$ cat src/cpu_pkg.sv
package cpu_pkg;

    // data and instruction word size
    localparam int word_width = 16;

    // address field of an instruction
    localparam int addr_width = 12;

    // words in program memory and in data memory
    localparam int mem_depth = 4096;

    // instruction layout
    //   [15:12] opcode
    //   [11:0]  memory address
    // alu works on acc and the word at that address
    typedef enum logic [3:0] {
        // memory
        op_load,
        op_store,
        // arithmetic, mul keeps low 16 bits
        op_add,
        op_sub,
        op_mul,
        // bitwise
        op_and,
        op_or,
        op_xor,
        // single-bit moves of acc, memory word not used
        op_shl,
        op_shr,
        op_rol,
        // compares give 1 or 0, gt is unsigned
        op_gt,
        op_eq,
        // control
        op_jmp,
        op_jz,
        op_halt
    } opcode_e;

endpackage

$ cat src/execute_stage.sv
`timescale 1ns/100ps

module execute_stage (
    input  logic                          clock,
    input  logic                          reset,
    input  logic                          oper_valid,
    input  logic [cpu_pkg::word_width-1:0] oper_instr,
    input  logic [cpu_pkg::word_width-1:0] oper_data,
    output logic [cpu_pkg::word_width-1:0] acc,
    output logic                          halted,
    output logic                          redirect,
    output logic [cpu_pkg::addr_width-1:0] redirect_target,
    output logic                          store_write,
    output logic [cpu_pkg::addr_width-1:0] store_addr,
    output logic [cpu_pkg::word_width-1:0] store_data
);
    import cpu_pkg::*;

    // decoded fields
    opcode_e               op;
    logic [addr_width-1:0] addr;

    // instruction counts only when valid and not halted
    logic active;

    // store retired on the previous cycle
    logic                  prev_store;
    logic [addr_width-1:0] prev_store_addr;

    // operand select and alu
    logic                  forward;
    logic [word_width-1:0] operand;
    logic [word_width-1:0] alu_result;
    logic                  acc_write;
    logic                  taken;

    assign op     = opcode_e'(oper_instr[word_width-1:addr_width]);
    assign addr   = oper_instr[addr_width-1:0];
    assign active = oper_valid && !halted;

    // the word right after a store was read before the store landed
    // acc still holds the stored value, so use it
    assign forward = prev_store && (prev_store_addr == addr);
    assign operand = forward ? acc : oper_data;

    always_comb begin
        case (op)
            op_load: alu_result = operand;
            op_add:  alu_result = acc + operand;
            op_sub:  alu_result = acc - operand;
            op_mul:  alu_result = acc * operand;
            op_and:  alu_result = acc & operand;
            op_or:   alu_result = acc | operand;
            op_xor:  alu_result = acc ^ operand;
            // shifts by one, memory word unused
            op_shl:  alu_result = {acc[word_width-2:0], 1'b0};
            op_shr:  alu_result = {1'b0, acc[word_width-1:1]};
            op_rol:  alu_result = {acc[word_width-2:0], acc[word_width-1]};
            op_gt:   alu_result = {{(word_width-1){1'b0}}, acc > operand};
            op_eq:   alu_result = {{(word_width-1){1'b0}}, acc == operand};
            // store and control leave acc alone
            default: alu_result = acc;
        endcase
    end

    // everything but store and control writes acc
    assign acc_write = active && (op inside {op_load, op_add, op_sub, op_mul,
                                             op_and, op_or, op_xor, op_shl,
                                             op_shr, op_rol, op_gt, op_eq});

    // jz tests acc as it is before this instruction
    assign taken = (op == op_jmp) || (op == op_jz && acc == '0);

    // halt redirects too, so the two younger words are dropped
    assign redirect        = active && (taken || op == op_halt);
    assign redirect_target = addr;

    // store drives the data memory write port
    assign store_write = active && (op == op_store);
    assign store_addr  = addr;
    assign store_data  = acc;

    always_ff @(posedge clock) begin
        if (reset) begin
            acc <= '0;
        end else if (acc_write) begin
            acc <= alu_result;
        end
    end

    // sticky until reset
    always_ff @(posedge clock) begin
        if (reset) begin
            halted <= 1'b0;
        end else if (active && op == op_halt) begin
            halted <= 1'b1;
        end
    end

    // remember last cycle's store for the forwarding check
    always_ff @(posedge clock) begin
        if (reset) begin
            prev_store <= 1'b0;
        end else begin
            prev_store <= store_write;
        end
    end

    always_ff @(posedge clock) begin
        prev_store_addr <= store_addr;
    end

endmodule

$ cat config.mk
export PLATFORM = sky130hd
export DESIGN_NAME = execute_stage
export DESIGN_NICKNAME = d
export VERILOG_FILES = /design/src/cpu_pkg.sv /design/src/execute_stage.sv
export SDC_FILE = /design/constraint.sdc
export NUM_CORES = 1
export LEC_CHECK = 0
export ABC_AREA = 0
export BUFFER_PORTS_ARGS = -buffer_cell sky130_fd_sc_hd__buf_2
export CAP_MARGIN = 40
export CORE_MARGIN = 2
export CORE_UTILIZATION = 50
export DETAILED_ROUTE_END_ITERATION = 10
export GPL_TIMING_DRIVEN = 0
export PLACE_DENSITY = 0.7
export SETUP_SLACK_MARGIN = 0.15
export SYNTH_ARGS = -nofsm -noshare
export SYNTH_HDL_FRONTEND = slang
export SYNTH_SLANG_ARGS = --single-unit
$ cat constraint.sdc
create_clock -name clock -period 8.3 [get_ports clock]
set_clock_uncertainty 0.1 [all_clocks]
set_input_delay 0.415 -clock clock [delete_from_list [all_inputs] [get_ports clock]]
set_output_delay 0.415 -clock clock [all_outputs]
set_load 0.05 [all_outputs]
==> flow_metrics.py <==
metrics = {
    "status": {
        "status": "finished clean",
    },
    "power": {
        "pwr-share-comb_pct": 69.3,
        "p_seq_share_pct": 12.5,
        "p_sw_uw": 721,
        "power.total_mw": 1.41,
        "internal-power_uw": 691,
        "power.leakage_nw": 4.19,
        "p_sw_share_pct": 51.1,
        "p_clk_share_pct": 18.2,
        "peakVddDrop_uv": 128,
        "power_density_mw_per_mm2": 160,
    },
    "placement": {
        "place_ws_ps": 262,
        "place_congestion": 1.03,
        "numPortBuffers": 92,
        "hpwl_mm": 21.8,
    },
    "clock_tree": {
        "path_clk_slew_ps": 60,
        "cts_setup_buffers": 0,
        "cts_max_level": 2,
        "clk_latency_ps": 290,
        "cts_made_buffers": 5,
        "cts_hold_buffers": 0,
        "cts_root_buffer": "clkbuf_16",
        "tritoncts": "built",
        "clockBufferDepth": 2,
        "cts.sinks": 30,
        "cts_resized": 0,
    },
    "setup_path": {
        "crit_top_cell": "xnor2_1",
        "start_kind": "flip-flop",
        "crit_slowest_cell": "fa_1",
        "worstReg2RegStart": "prev_store_addr[4]",
        "cp.required_ps": 8400,
        "crit_fanout": 10,
        "r2r_setup_slack_ps": 510,
        "cp-end-kind": "flip-flop",
        "r2r-end": "acc[15]",
        "reg2reg_depth": 29,
        "cpPeakStageDelay_ps": 570,
        "arrival_ps": 7900,
        "worstSetupPathType": "reg2reg",
    },
    "finish": {
        "antenna_cells": 0,
        "syn_to_final_growth_pct": 12.0,
        "final_common_cell": "inv_1",
        "drive_above_1_share_pct": 15.1,
        "layout.nets": 1321,
        "layout_common_cells": "inv_1 (155), nor2_1 (104), ha_1 (100), buf_2 (94), nand2_1 (88)",
    },
    "sta": {
        "finalMaxSlewViolations": 0,
        "worst_pin_slew_ps": 795,
        "slew_headroom_pct": 45.6,
        "period_minus_slack_ps": 7790,
        "setup_slack_ps": 507,
        "fmax_mhz": 128,
        "fin_crit_sh_pct": 93.9,
        "rsz0062_at_grt": "no",
        "finalSetupViolCount": 0,
        "hold_viol_final": 0,
        "fin_setup_tns_ps": 0,
    },
    "die": {
        "start_util_pct": 51.5,
        "rows": 45,
        "die_area_mm2": 0.0167,
        "die_h_um": 129,
        "core-area_mm2": 0.0153,
        "pin_count": 94,
        "fp.dieW_um": 129,
    },
    "worst_hold_path": {
        "min_to": "prev_store_addr[2]",
        "min_path_type": "in2reg",
        "min_path_cells": 1,
        "hold_start": "oper_instr[2]",
    },
    "flow_run": {
        "maxCapViolCount": 0,
    },
    "drt": {
        "vias": 7804,
        "drc_errors": 0,
        "finalWirelength_mm": 27.4,
        "wl_per_cell_um": 20.8,
        "dr.first_iter.drc_count": 890,
        "routed_via_density": 5.93,
        "ant_nets": 0,
        "drt-pass1-iter-count": 6,
    },
    "yosys": {
        "syn_nets": 1219,
        "synth_warnings": 0,
        "syn-cell-area_mm2": 0.00786,
        "synth_edf_count": 0,
        "netlist_top_cells_area": "fa_1 (21%), ha_1 (16%), dfxtp_1 (7.6%), inv_1 (7.4%), xnor2_1 (5.1%)",
        "synthCells": 1003,
        "synth_top_area_cell": "fa_1",
        "synth_top_area_share_pct": 20.6,
        "synth-main-ff-cell": "dfxtp_1",
        "synth_area_per_cell_um2": 7.84,
        "synth-seq-area-share_pct": 7.64,
        "ys_types": 65,
        "async_flop_share_pct": 0,
        "ys_seq_elements": 30,
    },
    "global_route": {
        "grt_pass1_vias": 7666,
        "grt_max_degree": 12,
        "antenna_found_initial": 0,
        "grt_pass1_wl_mm": 42.9,
        "grt_use_total_pct": 33.8,
        "grt-ovfl-total": 0,
    },
}
[routing by layer]
metal  vias up  GRT usage (%)  part of all wire (%)
li1       3502              -                     -
met1      3675           44.5                    40
met2       522           52.7                    44
met3       105           6.81                    10
met4         0           17.6                   6.2
met5         -              0                     0
[flip-flops by register name, indices dropped and copies added (netlist names)]
signal and flops:
acc 16, prev_store 1, halted 1, prev_store_addr 12
[cell type report]
class	instances	area, um2
fillers	1482	6450
multi-input cells	723	6160
inverters	163	612
flip-flops and latches	30	601
plain buffers	87	499
repair buffers	95	478
well taps	211	264
clock buffers	6	139
clock inverters	2	60.1
[through the flow]
stage / utilization [%] / instances / hold slack [ps] / area (um2)
after global routing: 57.7 / 1317 / 190 / 8810
after global placement: 56.3 / 1306 / 384 / 8590
after detailed placement: 56.4 / 1309 / 393 / 8610
after floorplan: - / 1003 / 343 / 7860
after CTS: 57.7 / 1317 / 185 / 8810
final: 57.7 / 1317 / 184 / 8810
[cell usage after synthesis, types with 3 or more instances]
master and instances:
o2111ai_1 6, a41oi_1 3, nand2_1 88, o21ai_0 26, fa_1 81, nor3_1 14
mux2i_1 5, o221ai_1 7, buf_6 3, nor4_1 5, clkbuf_1 43, mux2_4 5
xnor2_1 46, buf_4 40, a2111oi_0 3, inv_2 3, a31oi_1 5, nor2_1 104
ha_1 100, o22ai_1 4, a221o_1 7, clkinv_1 5, nand2b_1 4, a211oi_1 12
o21bai_1 15, nor2b_1 8, nand4_1 5, inv_1 155, a21oi_1 64, mux2_2 7
a221oi_1 17, dfxtp_1 30, nand3_1 17, a22oi_1 9, o211ai_1 8, xor2_1 8
a21o_1 5
[cells by family after synthesis]
logic type | after synthesis | share of synthesized area (%)
flops | 30 | 7.64
xor+xnor | 55 | 6.30
compound gates | 212 | 18.6
fa+ha+maj | 181 | 36.5
mux | 17 | 2.59
buf+inv | 250 | 14.1
simple gates | 258 | 14.2
[how the worst max path moves through the flow]
stage,from,end,slack [ps],cells after the start
floorplan,oper_instr[7],acc[15],1310,29
global placement,oper_instr[1],acc[15],240,30
detailed placement,oper_instr[4],acc[15],260,30
CTS,prev_store_addr[1],acc[15],500,29
global route,prev_store_addr[11],acc[15],210,29
finish,prev_store_addr[4],acc[15],510,29
[power groups by stage]
stage / Sequential (mW) / Combinational, mW / Clock (mW)
floorplan: 0.196 / 0.676 / 0
global placement: 0.178 / 0.949 / 0
detailed placement: 0.178 / 0.960 / 0
CTS: 0.175 / 0.968 / 0.256
global route: 0.177 / 1.08 / 0.265
finish: 0.176 / 0.978 / 0.257
[critical path: cells and delay by family (launching register included)]
kind                       cells  cell delay, ps
and+or+nand+nor                3             690
muxes                          1             430
xor gates and xnor gates      10            1880
AOI/OAI and AO/OA              2             350
buffers and inverters          7             990
DFF                            1             300
adders and majority gates      6            2970
No activity file was read; power rests on OpenSTA's default activity.
